### src/verilog/frame_pkg.sv
`default_nettype none

package frame_pkg;

	// One pixel word as held in the store
	typedef logic [31:0] pixel_t;

	// Word address into the store for frames up to 65536 pixels
	typedef logic [15:0] addr_t;

	// Frame reader FSM
	typedef enum logic [1:0] {
		state_idle,
		state_request,
		state_advance
	} reader_state_t;

endpackage

`default_nettype wire
### src/verilog/mem_port_if.sv
`timescale 1ns/1ps
`default_nettype none

// One port of the frame store with Avalon-style request and waitrequest
interface mem_port_if;

	frame_pkg::addr_t addr;
	frame_pkg::pixel_t wdata;
	frame_pkg::pixel_t rdata;
	logic write;
	logic read;
	logic waitrequest;

	modport requester (
		output addr,
		output wdata,
		output write,
		output read,
		input rdata,
		input waitrequest
	);

	modport store (
		input addr,
		input wdata,
		input write,
		input read,
		output rdata,
		output waitrequest
	);

endinterface

`default_nettype wire

### src/verilog/frame_buffer.sv
`timescale 1ns/1ps
`default_nettype none

module frame_buffer #(
	parameter int FRAME_PIXELS = 64,
	parameter int FIFO_DEPTH = 8,
	parameter int WAIT_CYCLES = 2
) (
	input wire logic ctrl_clk,
	input wire logic reset_n,
	input wire logic in_valid,
	input wire frame_pkg::pixel_t in_data,
	output logic in_ready,
	input wire logic rd_start,
	output logic out_valid,
	output frame_pkg::pixel_t out_data,
	input wire logic out_ready,
	output logic frame_written,
	output logic frame_read_done
);

	localparam int FW = $clog2(FIFO_DEPTH + 1);

	// Input FIFO to writer
	logic wr_pix_valid;
	frame_pkg::pixel_t wr_pix_data;
	logic wr_pix_ready;

	// Reader to output FIFO
	logic rd_push_valid;
	frame_pkg::pixel_t rd_push_data;
	logic rd_push_ready;
	logic [FW-1:0] out_free_words;

	mem_port_if wr_port ();
	mem_port_if rd_port ();

	pixel_fifo #(
		.FIFO_DEPTH(FIFO_DEPTH)
	) in_fifo (
		.ctrl_clk(ctrl_clk),
		.reset_n(reset_n),
		.push_valid(in_valid),
		.push_data(in_data),
		.push_ready(in_ready),
		.pop_valid(wr_pix_valid),
		.pop_data(wr_pix_data),
		.pop_ready(wr_pix_ready),
		.free_words()
	);

	frame_writer #(
		.FRAME_PIXELS(FRAME_PIXELS)
	) frame_writer (
		.ctrl_clk(ctrl_clk),
		.reset_n(reset_n),
		.pix_valid(wr_pix_valid),
		.pix_data(wr_pix_data),
		.pix_ready(wr_pix_ready),
		.mem(wr_port.requester),
		.frame_written(frame_written)
	);

	frame_store #(
		.FRAME_PIXELS(FRAME_PIXELS),
		.WAIT_CYCLES(WAIT_CYCLES)
	) frame_store (
		.ctrl_clk(ctrl_clk),
		.reset_n(reset_n),
		.wr(wr_port.store),
		.rd(rd_port.store)
	);

	frame_reader #(
		.FRAME_PIXELS(FRAME_PIXELS),
		.FIFO_DEPTH(FIFO_DEPTH)
	) frame_reader (
		.ctrl_clk(ctrl_clk),
		.reset_n(reset_n),
		.rd_start(rd_start),
		.mem(rd_port.requester),
		.push_valid(rd_push_valid),
		.push_data(rd_push_data),
		.push_ready(rd_push_ready),
		.free_words(out_free_words),
		.frame_read_done(frame_read_done)
	);

	pixel_fifo #(
		.FIFO_DEPTH(FIFO_DEPTH)
	) out_fifo (
		.ctrl_clk(ctrl_clk),
		.reset_n(reset_n),
		.push_valid(rd_push_valid),
		.push_data(rd_push_data),
		.push_ready(rd_push_ready),
		.pop_valid(out_valid),
		.pop_data(out_data),
		.pop_ready(out_ready),
		.free_words(out_free_words)
	);

endmodule

`default_nettype wire

### src/verilog/frame_reader.sv
`timescale 1ns/1ps
`default_nettype none

module frame_reader #(
	parameter int FRAME_PIXELS = 64,
	parameter int FIFO_DEPTH = 8
) (
	input wire logic ctrl_clk,
	input wire logic reset_n,
	input wire logic rd_start,
	mem_port_if.requester mem,
	output logic push_valid,
	output frame_pkg::pixel_t push_data,
	input wire logic push_ready,
	input wire logic [$clog2(FIFO_DEPTH + 1)-1:0] free_words,
	output logic frame_read_done
);

	frame_pkg::reader_state_t state;
	frame_pkg::addr_t addr;
	logic last_addr;
	logic read_done;

	assign last_addr = addr == frame_pkg::addr_t'(FRAME_PIXELS - 1);
	assign read_done = mem.read & ~mem.waitrequest;

	// Read-only side of the store
	assign mem.addr = addr;
	assign mem.write = 1'b0;
	assign mem.wdata = '0;

	always_ff @(posedge ctrl_clk) begin
		if (!reset_n) begin
			state <= frame_pkg::state_idle;
			addr <= '0;
			mem.read <= 1'b0;
			push_valid <= 1'b0;
			frame_read_done <= 1'b0;
		end else begin
			frame_read_done <= 1'b0;

			case (state)
				frame_pkg::state_idle: begin
					if (rd_start) begin
						addr <= '0;
						state <= frame_pkg::state_request;
					end
				end

				frame_pkg::state_request: begin
					if (!mem.read) begin
						// Only read when the word has a slot waiting in the FIFO
						if (free_words != '0)
							mem.read <= 1'b1;
					end else if (read_done) begin
						mem.read <= 1'b0;
						push_valid <= 1'b1;
						state <= frame_pkg::state_advance;
					end
				end

				frame_pkg::state_advance: begin
					if (push_ready) begin
						push_valid <= 1'b0;
						if (last_addr) begin
							frame_read_done <= 1'b1;
							state <= frame_pkg::state_idle;
						end else begin
							addr <= addr + 1'b1;
							state <= frame_pkg::state_request;
						end
					end
				end

				default: begin
					mem.read <= 1'b0;
					push_valid <= 1'b0;
					state <= frame_pkg::state_idle;
				end
			endcase
		end
	end

	// Capture the word in its completion cycle
	always_ff @(posedge ctrl_clk) begin
		if (read_done)
			push_data <= mem.rdata;
	end

endmodule

`default_nettype wire

### src/verilog/frame_store.sv
`timescale 1ns/1ps
`default_nettype none

module frame_store #(
	parameter int FRAME_PIXELS = 64,
	parameter int WAIT_CYCLES = 2
) (
	input wire logic ctrl_clk,
	input wire logic reset_n,
	mem_port_if.store wr,
	mem_port_if.store rd
);

	localparam int AW = $clog2(FRAME_PIXELS);
	localparam int CW = (WAIT_CYCLES > 0) ? $clog2(WAIT_CYCLES + 1) : 1;

	frame_pkg::pixel_t mem [FRAME_PIXELS];
	logic [CW-1:0] wait_cnt [2];
	logic [1:0] req;
	logic [1:0] stall;

	// Port 0 is the writer side, port 1 the reader side
	assign req[0] = wr.write | wr.read;
	assign req[1] = rd.write | rd.read;

	always_comb begin
		for (int p = 0; p < 2; p++)
			stall[p] = req[p] && (wait_cnt[p] != CW'(WAIT_CYCLES));
	end

	assign wr.waitrequest = stall[0];
	assign rd.waitrequest = stall[1];

	// Count wait cycles, clear on the completing cycle
	always_ff @(posedge ctrl_clk) begin
		for (int p = 0; p < 2; p++) begin
			if (!reset_n)
				wait_cnt[p] <= '0;
			else if (stall[p])
				wait_cnt[p] <= wait_cnt[p] + 1'b1;
			else if (req[p])
				wait_cnt[p] <= '0;
		end
	end

	// Reader port wins if both write the same word
	always_ff @(posedge ctrl_clk) begin
		if (wr.write && !stall[0])
			mem[wr.addr[AW-1:0]] <= wr.wdata;
		if (rd.write && !stall[1])
			mem[rd.addr[AW-1:0]] <= rd.wdata;
	end

	assign wr.rdata = mem[wr.addr[AW-1:0]];
	assign rd.rdata = mem[rd.addr[AW-1:0]];

endmodule

`default_nettype wire

### src/verilog/frame_writer.sv
`timescale 1ns/1ps
`default_nettype none

module frame_writer #(
	parameter int FRAME_PIXELS = 64
) (
	input wire logic ctrl_clk,
	input wire logic reset_n,
	input wire logic pix_valid,
	input wire frame_pkg::pixel_t pix_data,
	output logic pix_ready,
	mem_port_if.requester mem,
	output logic frame_written
);

	frame_pkg::addr_t addr;
	logic write_done;
	logic last_addr;
	logic take_pixel;

	// Write completes when the store lets go of waitrequest
	assign write_done = mem.write & ~mem.waitrequest;
	assign last_addr = addr == frame_pkg::addr_t'(FRAME_PIXELS - 1);

	// Free when idle, or in the cycle the current write finishes
	assign pix_ready = ~mem.write | write_done;
	assign take_pixel = pix_valid & pix_ready;

	assign mem.addr = addr;
	assign mem.read = 1'b0;

	always_ff @(posedge ctrl_clk) begin
		if (!reset_n) begin
			mem.write <= 1'b0;
			addr <= '0;
			frame_written <= 1'b0;
		end else begin
			frame_written <= 1'b0;

			if (take_pixel)
				mem.write <= 1'b1;
			else if (write_done)
				mem.write <= 1'b0;

			// Step to the next word, wrap at the end of the frame
			if (write_done) begin
				if (last_addr) begin
					addr <= '0;
					frame_written <= 1'b1;
				end else begin
					addr <= addr + 1'b1;
				end
			end
		end
	end

	// Pixel held stable for the whole access
	always_ff @(posedge ctrl_clk) begin
		if (take_pixel)
			mem.wdata <= pix_data;
	end

endmodule

`default_nettype wire

### src/verilog/pixel_fifo.sv
`timescale 1ns/1ps
`default_nettype none

module pixel_fifo #(
	parameter int FIFO_DEPTH = 8
) (
	input wire logic ctrl_clk,
	input wire logic reset_n,
	input wire logic push_valid,
	input wire frame_pkg::pixel_t push_data,
	output logic push_ready,
	output logic pop_valid,
	output frame_pkg::pixel_t pop_data,
	input wire logic pop_ready,
	output logic [$clog2(FIFO_DEPTH + 1)-1:0] free_words
);

	localparam int PW = (FIFO_DEPTH > 1) ? $clog2(FIFO_DEPTH) : 1;
	localparam int CW = $clog2(FIFO_DEPTH + 1);

	frame_pkg::pixel_t buffer [FIFO_DEPTH];
	logic [PW-1:0] rd_ptr;
	logic [PW-1:0] wr_ptr;
	logic [CW-1:0] count;
	logic do_push;
	logic do_pop;

	// A full FIFO still takes a word when one leaves in the same cycle
	assign push_ready = (count != CW'(FIFO_DEPTH)) | pop_ready;
	assign pop_valid = count != '0;
	assign pop_data = buffer[rd_ptr];
	assign free_words = CW'(FIFO_DEPTH) - count;

	assign do_push = push_valid & push_ready;
	assign do_pop = pop_valid & pop_ready;

	always_ff @(posedge ctrl_clk) begin
		if (!reset_n) begin
			rd_ptr <= '0;
			wr_ptr <= '0;
			count <= '0;
		end else begin
			if (do_push)
				wr_ptr <= (wr_ptr == PW'(FIFO_DEPTH - 1)) ? '0 : wr_ptr + 1'b1;
			if (do_pop)
				rd_ptr <= (rd_ptr == PW'(FIFO_DEPTH - 1)) ? '0 : rd_ptr + 1'b1;
			if (do_push && !do_pop)
				count <= count + 1'b1;
			else if (do_pop && !do_push)
				count <= count - 1'b1;
		end
	end

	always_ff @(posedge ctrl_clk) begin
		if (do_push)
			buffer[wr_ptr] <= push_data;
	end

endmodule

`default_nettype wire

### config.mk
export PLATFORM = sky130hd
export DESIGN_NAME = frame_buffer
export DESIGN_NICKNAME = d
export VERILOG_FILES = /design/src/verilog/frame_pkg.sv /design/src/verilog/mem_port_if.sv /design/src/verilog/frame_buffer.sv /design/src/verilog/frame_reader.sv /design/src/verilog/frame_store.sv /design/src/verilog/frame_writer.sv /design/src/verilog/pixel_fifo.sv
export SDC_FILE = /design/constraint.sdc
export NUM_CORES = 2
export LEC_CHECK = 0
export BUFFER_PORTS_ARGS = -buffer_cell sky130_fd_sc_hd__buf_2
export CELL_PAD_IN_SITES_DETAIL_PLACEMENT = 1
export CELL_PAD_IN_SITES_GLOBAL_PLACEMENT = 2
export CORE_ASPECT_RATIO = 0.5
export CORE_MARGIN = 3
export CORE_UTILIZATION = 46
export DETAILED_ROUTE_END_ITERATION = 7
export GPL_TIMING_DRIVEN = 0
export PLACE_DENSITY = 0.81
export SLEW_MARGIN = 20
export SYNTH_ARGS = -nofsm -noshare
export SYNTH_HDL_FRONTEND = slang
export SYNTH_SLANG_ARGS = --single-unit
### constraint.sdc
create_clock -name ctrl_clk -period 4.55 [get_ports ctrl_clk]
set_input_delay 0.6825 -clock ctrl_clk [delete_from_list [all_inputs] [get_ports ctrl_clk]]
set_output_delay 0.6825 -clock ctrl_clk [all_outputs]
set_load 0.01 [all_outputs]
Yosys cells after proc, flatten, opt, wreduce, memory -nomap -nowiden
Memory sizes are Yosys's and may differ from the RTL's. A register that Yosys moved wholly into a read port is not among the register bits.
Index checks and enable logic that the tools add are counted.
{"block": "word_totals", "reg_bits": 59, "ram_bits": 2564, "input_bits": 37, "out_inout_bits": 36, "wordCells": 149, "n_memories": 4}
{"memory": "frame_store.mem", "depth": 64, "width": 32, "rd": 1, "rd_ports_with_merged_regs": 1, "write_ports": 1, "line_no": "frame_store.sv:17", "rtl": "frame_pkg::pixel_t mem [FRAME_PIXELS];"}
{"memory": "in_fifo.buffer", "depth": 8, "width": 32, "rd": 1, "rd_ports_with_merged_regs": 1, "write_ports": 1, "line_no": "pixel_fifo.sv:21", "rtl": "frame_pkg::pixel_t buffer [FIFO_DEPTH];"}
{"memory": "out_fifo.buffer", "depth": 8, "width": 32, "rd": 1, "rd_ports_with_merged_regs": 1, "write_ports": 1, "line_no": "pixel_fifo.sv:21"}
{"memory": "frame_store.wait_cnt", "depth": 2, "width": 2, "rd": 2, "rd_ports_with_merged_regs": 0, "write_ports": 2, "line_no": "frame_store.sv:18", "rtl": "logic [CW-1:0] wait_cnt [2];"}
{"block": "op_classes", "n_addsub": 13, "eq_ne": 17, "muxes": 58, "n_bitwise": 17, "n_reduce_logical": 26}
{"operator": "$mux 16", "count": 4}
{"operator": "$add 16x1->16 const B", "count": 2}
{"operator": "$eq 16x6->1 const B", "count": 2}
{"operator": "$mux 1", "count": 32}
{"operator": "$pmux 16 s2", "count": 1}
{"operator": "$mux 3", "count": 6}
{"operator": "$mux 2", "count": 8}
{"operator": "$mux 4", "count": 4}
{"operator": "$add 3x1->3 const B", "count": 4}
{"operator": "$eq 3x3->1 const B", "count": 4}
{"operator": "$reduce_and 4->1", "count": 3}
{"operator": "$reduce_bool 4->1", "count": 3}
{"operator": "$add 4x1->4 const B", "count": 2}
{"operator": "$ne 2x2->1 const B", "count": 4}
{"operator": "$ne 4x4->1 const B", "count": 2}
{"operator": "$reduce_bool 2->1", "count": 4}
{"operator": "$sub 4x1->4 const B", "count": 2}
{"operator": "$logic_and 1x1->1", "count": 7}
{"operator": "$or 1x1->1", "count": 7}
{"operator": "$and 1x1->1", "count": 6}
{"operator": "$ne 2x1->1 const B", "count": 3}
{"operator": "$pmux 2 s3", "count": 1}
{"operator": "$logic_not 1->1", "count": 5}
{"operator": "$add 2x1->2 const B", "count": 2}
{"operator": "other kinds (10)", "count": 13}

Logic depth before layout (Yosys ltp)
An unclocked memory read counts as a cell.
{"block": "depth", "depth_word": 12, "depth_mapped": 14, "ltp_nobuf": 14}

By module
From an unflattened synthesis, not the netlist that was laid out.
{"block": "unflattened", "cells_unflattened": 10731, "area_unflattened_um2": 144954.0}
{"mod": "frame_store", "n_inst": 1, "cells_each": 9486, "area_each_um2": 119678.5, "seq_area_each_um2": 61619.1}
{"mod": "pixel_fifo (in_fifo)", "n_inst": 1, "cells_each": 451, "area_each_um2": 10575.1, "seq_area_each_um2": 7947.6}
{"mod": "pixel_fifo (out_fifo)", "n_inst": 1, "cells_each": 450, "area_each_um2": 10507.6, "seq_area_each_um2": 7947.6}
{"mod": "frame_reader", "n_inst": 1, "cells_each": 218, "area_each_um2": 2394.8, "seq_area_each_um2": 1381.3}
{"mod": "frame_writer", "n_inst": 1, "cells_each": 126, "area_each_um2": 1798.0, "seq_area_each_um2": 1321.3}

Worst setup path after synthesis
OpenSTA, ideal clock, no wires.
{"block": "synth_timing", "kind": "reg-to-reg", "startpoint": "mem frame_store.wait_cnt[0][0] in the netlist's numbering", "endpoint": "mem in_fifo.buffer[2][0] in the netlist's numbering, enable pin", "setup_ns": 0.513, "arrival_ns": 4.512, "required_time_ns": 4.037, "setup_slack_ns": -0.475, "stages_incl_launch_ff": 7, "path_buffers": 0, "period_less_slack_ns": 5.025, "path_cell_list": "edfxtp_1 inv_1 ha_1 nor2b_1 nand3_1 nand2_1 nor4b_1"}
{"item": "start: declaration", "line_no": "frame_store.sv:18"}
{"item": "end: declaration", "line_no": "pixel_fifo.sv:21"}

==> metrics.yaml <==
outcome:
  status: "finished, violations left"
  violations: "setup timing"
global_route:
  grt_pass1_wl_um: 423000
  grt.total_usage_pct: 26.3
  grt-ovfl-total: 0
  grt_max_degree: 34
  antenna_found_initial: 46
  grt_pass1_vias: 53914
placed_design:
  place.port_buffers: 71
  dp_hpwl_um: 205000
  dp_cells: 7756
  place.gp.congestion: 0.856
  post-place-ws_ps: -202
hold_path:
  hp-class: "input pin to flop"
synthesis:
  ys_top_cells_by_count: "edfxtp_1, mux4_2, nor2_1"
  yosys_warnings: 0
  synth_top_area_share_pct: 76.9
  yosysMostFrequentCell: "edfxtp_1"
  ys_seq_area_share_pct: 78.1
  synth.top_cells.by_area: "edfxtp_1, mux4_2, mux2i_1"
  ys_ff_latch: 2690
  synthDistinctLibCells: 66
  synth_fp_nets: 4545
  netlist_instances: 4488
  synth_top_area_cell: "edfxtp_1"
  synth_edf_count: 2628
  synth-main-ff-cell: "edfxtp_1"
  netlist_area_um2: 103000
  syn_area_per_cell_um2: 22.9
  async_reset_ff_share_pct: 0
final_layout:
  layout-drive-gt1-share_pct: 30.8
  finalNetCount: 5096
  fin_cells: 8186
  area_delta_synth_final_pct: 16.1
  nFillCells: 18757
sta:
  slew_headroom_pct: 6.22
  fin_crit_sh_pct: 103
  worstMarginPinSlew_ps: 1410
  setup_ws_ps: -154
  fin_tns_setup_ps: -302
  grt_setup_unrepaired: "no"
  fin_crit_ps: 4700
  finalHoldViolCount: 0
  max_freq_mhz: 213
  slew_violations: 0
  fin_skew_ps: 71.2
  final-setup-viol-count: 3
drt:
  ant_nets: 0
  avgRoutedWirePerCell_um: 36.8
  drcViolationCount: 0
  dr.first_iter.drc_count: 8798
  via_count: 52340
  drt_pass1_iterations: 5
  wl_um: 302000
  vias_per_cell: 6.39
cts:
  cts_tree: "built"
  cts_buffers: 232
  ctsHtreeMaxLevel: 4
  clk_latency_ps: 900
  cts-root-buf: "clkbuf_16"
  cts_num_sinks: 2690
  ctsHoldBuffers: 0
  clk_pin_slew_ps: 70
  cts.path.max_buffers: 4
power:
  p_leak_nw: 36.2
  p_per_area_nw_per_um2: 494
  vdd_drop_max_uv: 337
floorplanning:
  initial_core_util_pct: 46.7
  fp.dieW_um: 674
  fp.coreArea_um2: 220000
  die-height_um: 340
  num_io_pins: 73
  die_area_um2: 229000
  rows: 121
setup_path:
  required_ps: 5130
  critPathMaxFanout: 10
  critPathLaunchType: "flop"
  criticalPathCategory: "flop to flop"
  crit_path_end_kind: "flop"
  cp.arrival_ps: 5290
run:
  drv_cap: 0
-- worst max-delay path, stage by stage, from the launching register on --
cell	delay [ps]
dfxtp_1	440
buf_4	270
buf_2	450
buf_2	520
buf_2	580
nand2_1	150
a311oi_1	1070
a21oi_1	190
o21ai_1	640
-- stage by stage --
step | utilization [%] | instance area (um^2) | power (mW) | hold WS [ps]
2_1_floorplan | - | 103000 | 34.7 | 454
3_3_place_gp | 48.6 | 107000 | 37.6 | 480
3_5_place_dp | 50.8 | 112000 | 39.4 | 493
4_1_cts | 54.2 | 119000 | 58.9 | 27.0
5_1_grt | 54.2 | 119000 | 60.5 | 58.9
6_report | 54.2 | 119000 | 58.8 | 87.4
-- report_power, final --
| group | switching, mW | total (mW) | internal (mW) |
|---|---|---|---|
| Sequential | 0.887 | 31.3 | 30.4 |
| Combinational | 5.00 | 7.70 | 2.70 |
| Clock | 8.93 | 19.8 | 10.9 |
| Total | 14.8 | 58.8 | 44.0 |
-- per-layer routing --
layer | up-vias | track usage [%] | wire length [um]
met5 | - | 0 | 154
met4 | 22 | 7.85 | 9910
met3 | 577 | 7.74 | 38900
met2 | 3487 | 40.6 | 140000
met1 | 28037 | 36.6 | 112000
li1 | 20217 | - | -
-- cell families (layout without fill, tap and decap cells) --
group | Yosys count | in the layout | synth area share, %
compound gates | 265 | 265 | 1.86
xor+xnor | 21 | 21 | 0.179
fa+ha+maj | 20 | 20 | 0.258
buf+inv | 254 | 987 | 1.22
flops | 2690 | 2690 | 78.1
mux | 865 | 865 | 16.7
other cells | 0 | 13 | 0
simple gates | 373 | 373 | 1.67
-- what timing repair did --
item                                    CTS  global route
setup buffers                             0             0
resized for setup                         2             1
endpoints found under the setup margin    5             1
-- registers in the layout, indices dropped and copies added, names as in the netlist, 2 cells and up, named ones only --
register,cells
in_fifo.count,4
in_fifo.buffer,256
out_fifo.count,4
in_fifo.wr_ptr,3
frame_store.mem,2048
in_fifo.rd_ptr,3
frame_reader.push_data,32
frame_store.wait_cnt,4
frame_writer.mem.addr,16
out_fifo.wr_ptr,3
out_fifo.rd_ptr,3
frame_writer.mem.wdata,32
frame_reader.state,2
out_fifo.buffer,256
frame_reader.mem.addr,16
-- cells in the final DEF (no fill, tap or decap), types with 18 or more instances in the layout --
cell type / instances
a21oi_1: 47
a221oi_1: 55
a22oi_1: 52
buf_1: 27
buf_12: 37
buf_16: 73
buf_2: 157
buf_4: 55
buf_6: 36
buf_8: 77
bufinv_16: 24
clkbuf_1: 128
clkbuf_16: 236
clkinv_1: 45
clkinv_2: 50
dfxtp_1: 62
edfxtp_1: 2628
ha_1: 18
mux2_2: 68
mux2i_1: 125
mux4_2: 672
nand2_1: 86
nand3_1: 32
nor2_1: 89
nor2_4: 69
o211ai_1: 49
o21ai_0: 19
-- path summary, 6_finish.rpt --
kind	from	endpoint	slack [ps]	depth (start not counted)
worst max-delay path	frame_reader.mem.addr[2]$_SDFFE_PN0P_	frame_reader.push_data[15]$_DFFE_PP_	-150	8
worst min-delay path	in_data[21]	in_fifo.buffer[4][21]$_DFFE_PP_	90	1
worst max register to register	frame_reader.mem.addr[2]$_SDFFE_PN0P_	frame_reader.push_data[15]$_DFFE_PP_	-150	8
worst min register to register	out_fifo.rd_ptr[1]$_SDFFE_PN0P_	flop	500	2
-- final cells by class --
| cell class | instances | area, um^2 | share of cell area, % |
|---|---|---|---|
| Antenna cell | 13 | 32.5 | 0.0273 |
| Inverter | 13 | 48.8 | 0.0410 |
| Timing Repair Buffer | 318 | 4770 | 4.00 |
| Clock buffer | 283 | 6110 | 5.13 |
| Tap cell | 2952 | 3690 | 3.10 |
| Buffer | 240 | 1220 | 1.02 |
| Clock inverter | 133 | 1270 | 1.07 |
| Sequential cell | 2690 | 80200 | 67.3 |
| Multi-Input combinational cell | 1544 | 21800 | 18.3 |
Note: power is estimated with default switching activity, not from simulation.
